### config.mk
export PLATFORM = sky130hd
export DESIGN_NAME = ulpi_link_top
export DESIGN_NICKNAME = d
export VERILOG_FILES = /design/src/verilog/ulpi_pkg.sv /design/src/verilog/fake_ulpi_phy.sv /design/src/verilog/ulpi_link_rx.sv /design/src/verilog/ulpi_link_top.sv /design/src/verilog/ulpi_link_tx.sv /design/src/verilog/usb_beat_fifo.sv
export VERILOG_INCLUDE_DIRS = /design/src /design/src/verilog
export SDC_FILE = /design/constraint.sdc
export NUM_CORES = 1
export LEC_CHECK = 0
export BUFFER_PORTS_ARGS = -buffer_cell sky130_fd_sc_hd__buf_4
export CAP_MARGIN = 20
export CORE_AREA = 2 2 204 306
export DETAILED_ROUTE_END_ITERATION = 6
export DIE_AREA = 0 0 206 308
export PLACE_DENSITY = 0.49
export SLEW_MARGIN = 20
export SYNTH_ARGS = -nofsm -noshare
export SYNTH_HDL_FRONTEND = slang
export SYNTH_HIERARCHICAL = 1
export SYNTH_SLANG_ARGS = --single-unit
### constraint.sdc
create_clock -name clock -period 5.65 [get_ports clock]
set_input_delay 0.2825 -clock clock [delete_from_list [all_inputs] [get_ports clock]]
set_output_delay 0.2825 -clock clock [all_outputs]
set_load 0.005 [all_outputs]
### src/verilog/ulpi_cfg.svh
`ifndef ULPI_CFG_SVH
`define ULPI_CFG_SVH

// Sizes and timing constants of the ULPI link and the PHY model

// Beats held by each packet FIFO
// One full packet of up to 12 beats fits with room to spare
`define ULPI_FIFO_DEPTH 16

// Idle cycles of zero link data the PHY needs before it raises dir
`define ULPI_TURN_WAIT 2

`endif

### src/verilog/ulpi_pkg.sv
`default_nettype none

package ulpi_pkg;

  // One byte of a USB packet with a flag on its final byte
  typedef struct packed {
    logic [7:0] data;
    logic       last;
  } usb_beat_t;

  // Signals the link drives onto ULPI
  typedef struct packed {
    logic [7:0] data;
    logic       stp;
  } ulpi_link_bus_t;

  // Signals the PHY drives onto ULPI
  typedef struct packed {
    logic [7:0] data;
    logic       dir;
    logic       nxt;
  } ulpi_phy_bus_t;

  // USB line state as carried in RX CMD bits 1:0
  typedef enum logic [1:0] {
    LS_SE0 = 2'b00,
    LS_J   = 2'b01,
    LS_K   = 2'b10,
    LS_SE1 = 2'b11
  } line_state_t;

endpackage

`default_nettype wire

### src/verilog/fake_ulpi_phy.sv
`default_nettype none

`include "ulpi_cfg.svh"

module fake_ulpi_phy
  import ulpi_pkg::*;
(
  input  wire            clock,
  input  wire            reset,
  input  ulpi_link_bus_t link_i,
  output ulpi_phy_bus_t  phy_o,
  input  wire            usb_rx_stb_i,
  input  usb_beat_t      usb_rx_i,
  input  line_state_t    line_state_i,
  output logic           usb_tx_stb_o,
  output usb_beat_t      usb_tx_o
);

  // ID high, no RxEvent, VBUS valid, line state appended below
  localparam logic [5:0] RX_CMD_TOP = 6'b01_00_11;
  localparam logic [3:0] TURN_WAIT  = 4'(`ULPI_TURN_WAIT);

  typedef enum logic [2:0] {
    ST_IDLE,
    ST_WAIT,
    ST_SEND,
    ST_RECV,
    ST_LINE,
    ST_STAT
  } phy_state_t;

  phy_state_t  state;
  logic        dir_q;
  logic        nxt_q;
  logic [7:0]  data_q;
  logic        send_last_q;
  logic        first_q;
  logic        tx_stb_q;
  logic [7:0]  tx_data_q;
  line_state_t reported_q;
  logic [3:0]  idle_cnt;

  usb_beat_t   rx_head;
  logic        rx_empty;
  logic        rx_pop;
  logic        link_busy;
  logic        bus_idle;
  logic        start_recv;
  logic        start_send;
  logic        start_line;
  logic        take;

  // Receive-side buffer fed by the USB side
  usb_beat_fifo u_rx_fifo (
    .clock    (clock),
    .reset    (reset),
    .wr_stb_i (usb_rx_stb_i),
    .wr_beat_i(usb_rx_i),
    .pop_i    (rx_pop),
    .head_o   (rx_head),
    .empty_o  (rx_empty)
  );

  assign phy_o = '{data: data_q, dir: dir_q, nxt: nxt_q};

  assign link_busy = link_i.data != 8'h00 || link_i.stp;
  assign bus_idle  = idle_cnt == TURN_WAIT && !link_busy;

  // Link transmit wins, then a buffered packet, then a line-state report
  assign start_recv = state == ST_IDLE && link_i.data != 8'h00;
  assign start_send = state == ST_IDLE && bus_idle && !rx_empty;
  assign start_line = state == ST_IDLE && bus_idle && rx_empty && line_state_i != reported_q;

  assign take   = state == ST_RECV && nxt_q && !link_i.stp;
  assign rx_pop = state == ST_WAIT || (state == ST_SEND && !send_last_q);

  // The PID strobe comes from the TX CMD and stp marks the byte strobed with it
  assign usb_tx_stb_o = tx_stb_q;
  assign usb_tx_o     = '{data: tx_data_q, last: link_i.stp};

  // Count consecutive cycles of an idle link bus
  always_ff @(posedge clock) begin
    if (reset || dir_q || link_busy) begin
      idle_cnt <= '0;
    end else if (idle_cnt != TURN_WAIT) begin
      idle_cnt <= idle_cnt + 4'd1;
    end
  end

  always_ff @(posedge clock) begin
    if (reset) begin
      state      <= ST_IDLE;
      dir_q      <= 1'b0;
      nxt_q      <= 1'b0;
      first_q    <= 1'b0;
      tx_stb_q   <= 1'b0;
      reported_q <= LS_J;
    end else begin
      tx_stb_q <= take;
      case (state)
        ST_IDLE: begin
          if (start_recv) begin
            state   <= ST_RECV;
            nxt_q   <= 1'b1;
            first_q <= 1'b1;
          end else if (start_send) begin
            state <= ST_WAIT;
            dir_q <= 1'b1;
          end else if (start_line) begin
            state      <= ST_LINE;
            dir_q      <= 1'b1;
            reported_q <= line_state_i;
          end
        end
        ST_WAIT: begin
          // Data flows once the turnaround cycle is over
          state <= ST_SEND;
          nxt_q <= 1'b1;
        end
        ST_SEND: begin
          if (send_last_q) begin
            state <= ST_IDLE;
            dir_q <= 1'b0;
            nxt_q <= 1'b0;
          end
        end
        ST_RECV: begin
          if (take) begin
            first_q <= 1'b0;
          end
          if (link_i.stp) begin
            state <= ST_IDLE;
            nxt_q <= 1'b0;
          end
        end
        ST_LINE: begin
          state <= ST_STAT;
        end
        default: begin
          state <= ST_IDLE;
          dir_q <= 1'b0;
        end
      endcase
    end
  end

  always_ff @(posedge clock) begin
    if (take) begin
      tx_data_q <= first_q ? {~link_i.data[3:0], link_i.data[3:0]} : link_i.data;
    end
    case (state)
      ST_WAIT, ST_SEND: begin
        data_q      <= rx_pop ? rx_head.data : 8'h00;
        send_last_q <= rx_head.last;
      end
      ST_LINE: begin
        data_q <= {RX_CMD_TOP, reported_q};
      end
      default: begin
        data_q <= 8'h00;
      end
    endcase
  end

  // Turnaround cycles carry nothing, so nxt must stay low across a dir change
  a_no_nxt_on_turn: assert property (
    @(posedge clock) disable iff (reset) (phy_o.dir != $past(phy_o.dir)) |-> !phy_o.nxt)
    else $error("nxt high during a turnaround cycle");

endmodule

`default_nettype wire

### src/verilog/ulpi_link_rx.sv
`default_nettype none

module ulpi_link_rx
  import ulpi_pkg::*;
(
  input  wire           clock,
  input  wire           reset,
  input  ulpi_phy_bus_t phy_i,
  output logic          host_rx_stb_o,
  output usb_beat_t     host_rx_o,
  output line_state_t   line_state_o
);

  logic       dir_q;
  logic       hold_valid_q;
  logic [7:0] hold_q;
  logic       data_cycle;
  logic       cmd_cycle;
  logic       dir_fell;

  // The first cycle with dir high is turnaround and matches neither case
  assign data_cycle = phy_i.dir && dir_q && phy_i.nxt;
  assign cmd_cycle  = phy_i.dir && dir_q && !phy_i.nxt;
  assign dir_fell   = !phy_i.dir && dir_q;

  // Held byte goes out when the next one arrives, or as last when dir drops
  assign host_rx_stb_o = hold_valid_q && (data_cycle || dir_fell);
  assign host_rx_o     = '{data: hold_q, last: dir_fell};

  always_ff @(posedge clock) begin
    if (reset) begin
      dir_q        <= 1'b0;
      hold_valid_q <= 1'b0;
      line_state_o <= LS_J;
    end else begin
      dir_q <= phy_i.dir;
      if (data_cycle) begin
        hold_valid_q <= 1'b1;
      end else if (dir_fell) begin
        hold_valid_q <= 1'b0;
      end
      // Line state of an RX CMD sits in the low two bits
      if (cmd_cycle) begin
        line_state_o <= line_state_t'(phy_i.data[1:0]);
      end
    end
  end

  always_ff @(posedge clock) begin
    if (data_cycle) begin
      hold_q <= phy_i.data;
    end
  end

endmodule

`default_nettype wire

### src/verilog/ulpi_link_top.sv
`default_nettype none

module ulpi_link_top
  import ulpi_pkg::*;
(
  input  wire         clock,
  input  wire         reset,
  input  wire         host_tx_stb_i,
  input  usb_beat_t   host_tx_i,
  output logic        host_rx_stb_o,
  output usb_beat_t   host_rx_o,
  output line_state_t line_state_o,
  input  wire         usb_rx_stb_i,
  input  usb_beat_t   usb_rx_i,
  input  line_state_t line_state_i,
  output logic        usb_tx_stb_o,
  output usb_beat_t   usb_tx_o
);

  usb_beat_t      tx_head;
  logic           tx_empty;
  logic           tx_pop;
  ulpi_link_bus_t link_bus;
  ulpi_phy_bus_t  phy_bus;

  // Host bytes wait here until the transmitter gets the bus
  usb_beat_fifo u_tx_fifo (
    .clock    (clock),
    .reset    (reset),
    .wr_stb_i (host_tx_stb_i),
    .wr_beat_i(host_tx_i),
    .pop_i    (tx_pop),
    .head_o   (tx_head),
    .empty_o  (tx_empty)
  );

  ulpi_link_tx u_link_tx (
    .clock  (clock),
    .reset  (reset),
    .head_i (tx_head),
    .empty_i(tx_empty),
    .pop_o  (tx_pop),
    .phy_i  (phy_bus),
    .link_o (link_bus)
  );

  ulpi_link_rx u_link_rx (
    .clock        (clock),
    .reset        (reset),
    .phy_i        (phy_bus),
    .host_rx_stb_o(host_rx_stb_o),
    .host_rx_o    (host_rx_o),
    .line_state_o (line_state_o)
  );

  fake_ulpi_phy u_phy (
    .clock       (clock),
    .reset       (reset),
    .link_i      (link_bus),
    .phy_o       (phy_bus),
    .usb_rx_stb_i(usb_rx_stb_i),
    .usb_rx_i    (usb_rx_i),
    .line_state_i(line_state_i),
    .usb_tx_stb_o(usb_tx_stb_o),
    .usb_tx_o    (usb_tx_o)
  );

endmodule

`default_nettype wire

### src/verilog/ulpi_link_tx.sv
`default_nettype none

module ulpi_link_tx
  import ulpi_pkg::*;
(
  input  wire            clock,
  input  wire            reset,
  input  usb_beat_t      head_i,
  input  wire            empty_i,
  output logic           pop_o,
  input  ulpi_phy_bus_t  phy_i,
  output ulpi_link_bus_t link_o
);

  typedef enum logic [1:0] {
    TX_IDLE,
    TX_CMD,
    TX_DATA,
    TX_STOP
  } tx_state_t;

  tx_state_t state;
  logic      taken;

  // A byte only counts as taken while the link owns the bus
  assign taken = phy_i.nxt && !phy_i.dir;

  // The PID beat is consumed by the TX CMD itself
  assign pop_o = taken && (state == TX_CMD || state == TX_DATA);

  always_ff @(posedge clock) begin
    if (reset) begin
      state <= TX_IDLE;
    end else begin
      case (state)
        TX_IDLE: begin
          if (!phy_i.dir && !empty_i) begin
            state <= TX_CMD;
          end
        end
        TX_CMD: begin
          // Back off and retry when the PHY grabs the bus before the command is taken
          if (phy_i.dir) begin
            state <= TX_IDLE;
          end else if (taken) begin
            state <= head_i.last ? TX_STOP : TX_DATA;
          end
        end
        TX_DATA: begin
          if (taken && head_i.last) begin
            state <= TX_STOP;
          end
        end
        default: begin
          state <= TX_IDLE;
        end
      endcase
    end
  end

  always_comb begin
    link_o = '0;
    case (state)
      TX_CMD: begin
        // TX CMD carries transmit type 4 above the PID nibble
        if (!phy_i.dir) begin
          link_o.data = {4'h4, head_i.data[3:0]};
        end
      end
      TX_DATA: begin
        link_o.data = head_i.data;
      end
      TX_STOP: begin
        link_o.stp = 1'b1;
      end
      default: begin
        link_o = '0;
      end
    endcase
  end

  // stp with dir high would abort a PHY receive
  a_stp_only_when_owner: assert property (
    @(posedge clock) disable iff (reset) $rose(link_o.stp) |-> !phy_i.dir)
    else $error("stp raised while the PHY owns the bus");

endmodule

`default_nettype wire

### src/verilog/usb_beat_fifo.sv
`default_nettype none

`include "ulpi_cfg.svh"

module usb_beat_fifo
  import ulpi_pkg::*;
(
  input  wire       clock,
  input  wire       reset,
  input  wire       wr_stb_i,
  input  usb_beat_t wr_beat_i,
  input  wire       pop_i,
  output usb_beat_t head_o,
  output logic      empty_o
);

  localparam int DEPTH = `ULPI_FIFO_DEPTH;
  localparam int PTR_W = $clog2(DEPTH);

  usb_beat_t        mem [DEPTH];
  logic [PTR_W-1:0] wr_ptr;
  logic [PTR_W-1:0] rd_ptr;
  logic [PTR_W:0]   count;
  logic             full;

  assign full    = count == (PTR_W + 1)'(DEPTH);
  assign empty_o = count == '0;

  // Head is read straight from the array and shows the cycle after its write
  assign head_o = mem[rd_ptr];

  always_ff @(posedge clock) begin
    if (wr_stb_i) begin
      mem[wr_ptr] <= wr_beat_i;
    end
  end

  always_ff @(posedge clock) begin
    if (reset) begin
      wr_ptr <= '0;
      rd_ptr <= '0;
      count  <= '0;
    end else begin
      if (wr_stb_i) begin
        wr_ptr <= (wr_ptr == PTR_W'(DEPTH - 1)) ? '0 : wr_ptr + 1'b1;
      end
      if (pop_i) begin
        rd_ptr <= (rd_ptr == PTR_W'(DEPTH - 1)) ? '0 : rd_ptr + 1'b1;
      end
      case ({wr_stb_i, pop_i})
        2'b10:   count <= count + 1'b1;
        2'b01:   count <= count - 1'b1;
        default: count <= count;
      endcase
    end
  end

  // Producers have no back-pressure, so a write into a full FIFO loses a beat
  a_no_overflow: assert property (@(posedge clock) disable iff (reset) wr_stb_i |-> !full)
    else $error("usb_beat_fifo written while full");

  // The consumer may only take a beat that has arrived
  a_no_underflow: assert property (@(posedge clock) disable iff (reset) pop_i |-> !empty_o)
    else $error("usb_beat_fifo popped while empty");

endmodule

`default_nettype wire
## Word level (Yosys, flattened, before mapping)

Memories as Yosys holds them, arrays and structs flattened. A register that Yosys moved wholly into a read port is not among the register bits.
Index checks and enable logic that the tools add are counted.

- Add/subtract/negate cells: 9
- Equal/unequal tests: 28
- Multiplexer cells: 44
- Bitwise operators: 4
- Reductions and logical operators: 49

Operators by type and width:

| kind | count |
|---|---|
| $mux 4 | 8 |
| $pmux 8 s2 | 2 |
| $add 4x1->4 const B | 5 |
| $pmux 5 s2 | 2 |
| $logic_and 1x1->1 | 18 |
| $eq 4x4->1 const B | 4 |
| $mux 8 | 2 |
| $mux 1 | 15 |
| $mux 3 | 5 |
| $pmux 3 s5 | 1 |
| $reduce_and 4->1 | 3 |
| $add 5x1->5 const B | 2 |
| $logic_not 5->1 | 2 |
| $ne 2x1->1 const B | 5 |
| $sub 5x1->5 const B | 2 |
| $reduce_and 3->1 | 3 |
| $eq 2x2->1 const B | 4 |
| $mux 2 | 4 |
| $reduce_bool 2->1 | 4 |
| $reduce_bool 8->1 | 1 |
| $logic_not 1->1 | 7 |
| $mux 7 | 1 |
| $eq 2x1->1 const B | 3 |
| $eq 3x2->1 const B | 2 |
| other kinds (20) | 29 |

- Register bits: 70
- RAM bits: 288
- Input bits: 24
- Output and inout port bits: 22
- Logic and storage cells: 157
- Memories kept: 2

Memory list:

| name | words | width | rd ports | clocked after memory_dff | write ports | line | text |
|---|---|---|---|---|---|---|---|
| u_phy.u_rx_fifo.mem | 16 | 9 | 1 | 1 | 1 | usb_beat_fifo.sv:20 | `usb_beat_t mem [DEPTH];` |
| u_tx_fifo.mem | 16 | 9 | 1 | 1 | 1 | usb_beat_fifo.sv:20 |  |

## Logic depth before layout (Yosys ltp)

- Depth in word-level cells: 13
- Depth in mapped cells: 11
- Gate-level depth less buffers: 10

## By module

Netlist, hierarchy kept.

Modules (own cells, without submodules):

| module | times used | cells each | area each (um^2) | sequential area each (um^2) |
|---|---|---|---|---|
| usb_beat_fifo at u_phy.u_rx_fifo | 1 | 341 | 6481.2 | 4664.5 |
| usb_beat_fifo at u_tx_fifo | 1 | 341 | 6475.0 | 4664.5 |
| fake_ulpi_phy | 1 | 132 | 1368.8 | 690.7 |
| ulpi_link_rx | 1 | 28 | 421.7 | 320.3 |
| ulpi_link_tx | 1 | 35 | 286.5 | 40.0 |

## Least setup slack after synthesis

Ideal clock, no wire load.

- Path type: reg2reg
- From: register u_link_tx.state[0]
- To: register u_tx_fifo.count[4]
- Arrival time: 2.840 ns
- Data required time: 5.586 ns
- Slack: 2.747 ns
- Stages on the path, launching flop included: 12
- Period minus slack after synthesis: 2.903 ns
- Path through: dfxtp_1 inv_1 ha_1 nor3b_1 ha_1 buf_2 xor2_1 ha_1 o21ai_0 or3_1 a2111o_1 nand4_1

- Cells in the longest elaborated chain, start to end: 5
- Elaborated cells between the ends (all ways): 8
- Classes of those cells: 4 x eq/ne; 1 x mux; 3 x reduce/logical

Ends and longest elaborated chain:

| element | line | text |
|---|---|---|
| start: declaration | ulpi_link_tx.sv:22 | `tx_state_t state;` |
| start signal: assignment | ulpi_link_tx.sv:46 | `state <= head_i.last ? TX_STOP : TX_DATA;` |
| $eq 2x1->1 or $eq 2x2->1 (tied branches) | ulpi_link_tx.sv:29 | `assign pop_o = taken && (state == TX_CMD \|\| state == TX_DATA);` |
| $logic_or 1x1->1 * | ulpi_link_tx.sv:29 |  |
| $logic_and 1x1->1 * | ulpi_link_tx.sv:29 |  |
| via tx_pop | ulpi_link_top.sv:22 | `logic tx_pop;` |
| $eq 2x1->1 or $eq 2x2->1 (tied branches) | usb_beat_fifo.sv:50 | `case ({wr_stb_i, pop_i})` |
| $pmux 5 s2 or $reduce_bool 2->1 (tied branches) | - |  |
| end signal: assignment | usb_beat_fifo.sv:51 | `2'b10: count <= count + 1'b1;` |
| end signal: assignment | usb_beat_fifo.sv:52 | `2'b01: count <= count - 1'b1;` |
| end signal: assignment | usb_beat_fifo.sv:53 | `default: count <= count;` |
| end: declaration | usb_beat_fifo.sv:23 | `logic [PTR_W:0] count;` |

Mark *: on every way through the listed nets, which the timed path passes. The rest lies on a longest branch.
A chain may end at the register's enable or synchronous reset.

==> reports/results.txt <==
Tightest Pin Transition = 0.9570 ns
setup slack at placement = 1.871 ns
share of cells above drive strength 1 = 18.10%
row cnt = 111
setup tns final = 0 ns
Net Sw Frac = 26.43%
CP Launch Type = register
hpwl dp = 22420 microns
largest net degree at the start of global routing = 56
gr ovfl total = 0
synthesized area per cell = 17.14 sq um
Comb pwr share = 14.9%
Worst EP required = 6.13 ns
htree depth = 2
Tmin final = 3.718 ns
first drt pass iteration count = 5
CTS tree = yes
Critical Path Sink Type = register
die area = 63450 sq um
CP delay by family, top = simple AND/OR/NAND/NOR gates
post-CTS setup buffers = 0
Hold Vio Cnt, Final = 0
Post-Synthesis Cells = 877
Layout Nets = 986
Flop pwr share = 47.6%
CP max FO = 26
switching power = 1.802 mW
met3 wire length = 1298 microns
max_cap viols = 0
Post-Route WL = 33620 microns
main flop type after synthesis = edfxtp_1
GPL Wtd Cong = 0.7252
Rel. slew slack = 36.20%
number of DRC markers in iteration 0 = 519
Slew Limit Fails = 0
clock buffer depth = 3
worst vdd ir = 237.6 uV
WL/cell = 19.12 microns
total power = 6.818 mW
commonest non-fill, non-tap cell in the layout = edfxtp_1
XOR/XNOR Fraction of Synth Area = 0.8739%
Initial Util = 24.71%
final period utilization = 65.80%
Die X = 206 microns
Worst-path clk slew = 0.06 ns
Min-Delay Path Class = in2reg
# clock sinks = 366
worst-path cell with the longest stage delay = dfxtp_2
syn nets = 926
Synth cell types = 64
final setup fails = 0
first-pass GRT wire length = 50870 microns
wire length on met1 = 13450 microns
Seq/Total Area, Yosys = 69.05%
WP buf/inv = 1
# IOs = 46
Root Buffer = clkbuf_16
Synth Area in Compound Gates = 4.827%
Synth Area in Simple Gates = 7.982%
cells along the critical path = buf_4 > mux4_1 > a22oi_1 > nand2_1 > and2_1 > nor4_2 > nand2_1 > or4_4 > a211oi_2
fmax = 269.0 MHz
EDFF count, synth = 305
vias in the first global route = 8268
power per cell area = 389.5 nW/um^2
Max Used Layer = met4
most frequent CP cell = nand2_1
port bufs = 45
largest family of logic cells by synthesized area = multiplexers
area of the mapped netlist = 15030 sq um
# diodes = 0
Clock Latency Late Sink = 0.58 ns
Antenna Nets Post-Route = 0
Setup Skew = 0.02565 ns
final worst slack = 1.932 ns
via count of the routed design = 7832
RSZ-0062 raised after global routing = false
Synth warnings = 6
total track usage = 10.73%
Core Region = 60830 sq um
clock power share = 37.5%
post-synthesis register bit count = 366
asr flop ratio synth = 0%
initial antenna violation count = 0
Vias/cell = 4.455
Die H = 308 microns
met2 routed WL = 17970 microns
DRC = 0
CP arrival = 4.19 ns
status = finished clean
TritonCTS buffer count = 38
CP Class = reg2reg
static leakage = 5.734 nW
Worst path max stage delay = 0.96 ns
area growth from synthesis to layout = 16.45%
most frequent cells in the layout = 305 x edfxtp_1, 59 x dfxtp_1, 51 x buf_4
Int Pwr = 5.016 mW
proportion of synthesized area in mux cells = 12.71%
Adder-Cell Fraction of Synth Area = 2.081%
[path summary, 6_finish.rpt]
kind | startpoint | endpoint | slack, ns | cells past startpoint
worst min register to register | u_phy/data_q[5] | u_link_rx/hold_q[5] | 0.41 | 0
worst min-delay path | host_tx_stb_i | u_tx_fifo/wr_ptr[1] | 0.02 | 3
worst max register to register | register | u_phy/idle_cnt[1] | 1.93 | 9
worst max-delay path | register | u_phy/idle_cnt[1] | 1.93 | 9
[cell usage after synthesis (3+ instances only)]
library cell / instances / area (sq um)
and3_1: 4 / 25.02
nand2b_1: 10 / 62.56
nor3b_1: 5 / 37.54
ha_1: 25 / 312.8
xnor2_1: 6 / 52.55
buf_6: 4 / 45.04
nand2_1: 44 / 165.2
edfxtp_1: 305 / 9159
nor2b_1: 9 / 56.30
clkbuf_1: 8 / 30.03
mux2i_1: 15 / 150.1
o21ai_0: 17 / 85.08
nand4b_1: 4 / 35.03
or3_1: 7 / 43.79
mux2_2: 3 / 33.78
mux4_2: 44 / 991.0
xor2_1: 9 / 78.83
a211o_1: 3 / 26.28
a22oi_1: 38 / 285.3
nand4_1: 7 / 43.79
nor2_1: 44 / 165.2
buf_2: 9 / 45.04
a21oi_1: 25 / 125.1
buf_4: 14 / 105.1
a311oi_1: 3 / 26.28
nor3_1: 10 / 50.05
and2_1: 41 / 256.5
dfxtp_1: 61 / 1221
nand3_1: 7 / 35.03
inv_1: 24 / 90.09
mux4_1: 28 / 735.7
[flip-flops by register name, summed over array words and instances, names as in the netlist, 2 cells and up, named ones only]
register and flops:
u_link_rx/hold_q 8, u_link_rx/line_state_o 2, u_link_tx/state 2, u_phy/data_q 8, u_phy/idle_cnt 4, u_phy/reported_q 2, u_phy/state 3, u_phy/tx_data_q 8
u_phy/u_rx_fifo/count 5, u_phy/u_rx_fifo/mem 144, u_phy/u_rx_fifo/rd_ptr 4, u_phy/u_rx_fifo/wr_ptr 4, u_tx_fifo/count 5, u_tx_fifo/mem 144, u_tx_fifo/rd_ptr 4, u_tx_fifo/wr_ptr 4
[through the flow]
stage                     instances  hold slack (ns)  area [sq um]  util [%]
after floorplan                 877           0.3516         15030         -
after global placement         1680           0.3937         16130     26.51
after detailed placement       1680           0.3966         16130     26.51
after CTS                      1758         0.001443         17510     28.78
after global routing           1758          0.02134         17510     28.78
final                          1758          0.02242         17510     28.78
[kinds of logic (layout without fill, tap and decap cells)]
| logic type | Yosys count | in the layout |
|---|---|---|
| mux | 90 | 90 |
| simple gates | 214 | 214 |
| compound gates | 104 | 104 |
| fa+ha+maj | 25 | 25 |
| buf+inv | 63 | 153 |
| flops | 366 | 366 |
| xor+xnor | 15 | 15 |
[area by class of cell]
type,instances,area (sq um)
multi-input cells,448,4280
clock buffers,53,1087
fillers,6083,43320
repair buffers,59,462.9
flip-flops and latches,366,10380
well taps,791,989.7
inverters,24,90.09
clock inverters,17,214.0
[metal layers]
layer | global-route usage (%) | vias to the layer above
met5 | 0 | -
li1 | - | 3573
met3 | 1.902 | 49
met4 | 3.472 | 0
met1 | 12.58 | 4039
met2 | 19.59 | 171
[timing repair]
action	in CTS	in global routing
gates resized for setup	0	0
endpoints found under the setup margin	0	0
endpoints found under the hold margin	86	0
hold buffers	8	0
[power groups by stage]
| stage | Combinational [mW] | Clock, mW | Sequential (mW) |
|---|---|---|---|
| 2_1_floorplan | 0.887 | 0 | 3.17 |
| 3_3_place_gp | 1.01 | 0 | 3.30 |
| 3_5_place_dp | 1.02 | 0 | 3.31 |
| 4_1_cts | 1.03 | 2.62 | 3.25 |
| 5_1_grt | 1.13 | 2.73 | 3.27 |
| 6_report | 1.02 | 2.55 | 3.25 |
[worst register-to-register path: cells and delay by family (launching register included)]
kind | cells | cell delay, ns
buffers and inverters | 1 | 0.39
AND/OR/NAND/NOR | 5 | 1.37
AO/OA/AOI/OAI | 2 | 0.35
flip-flops | 1 | 0.96
multiplexers | 1 | 0.58
(Power assumes the default switching activity.)
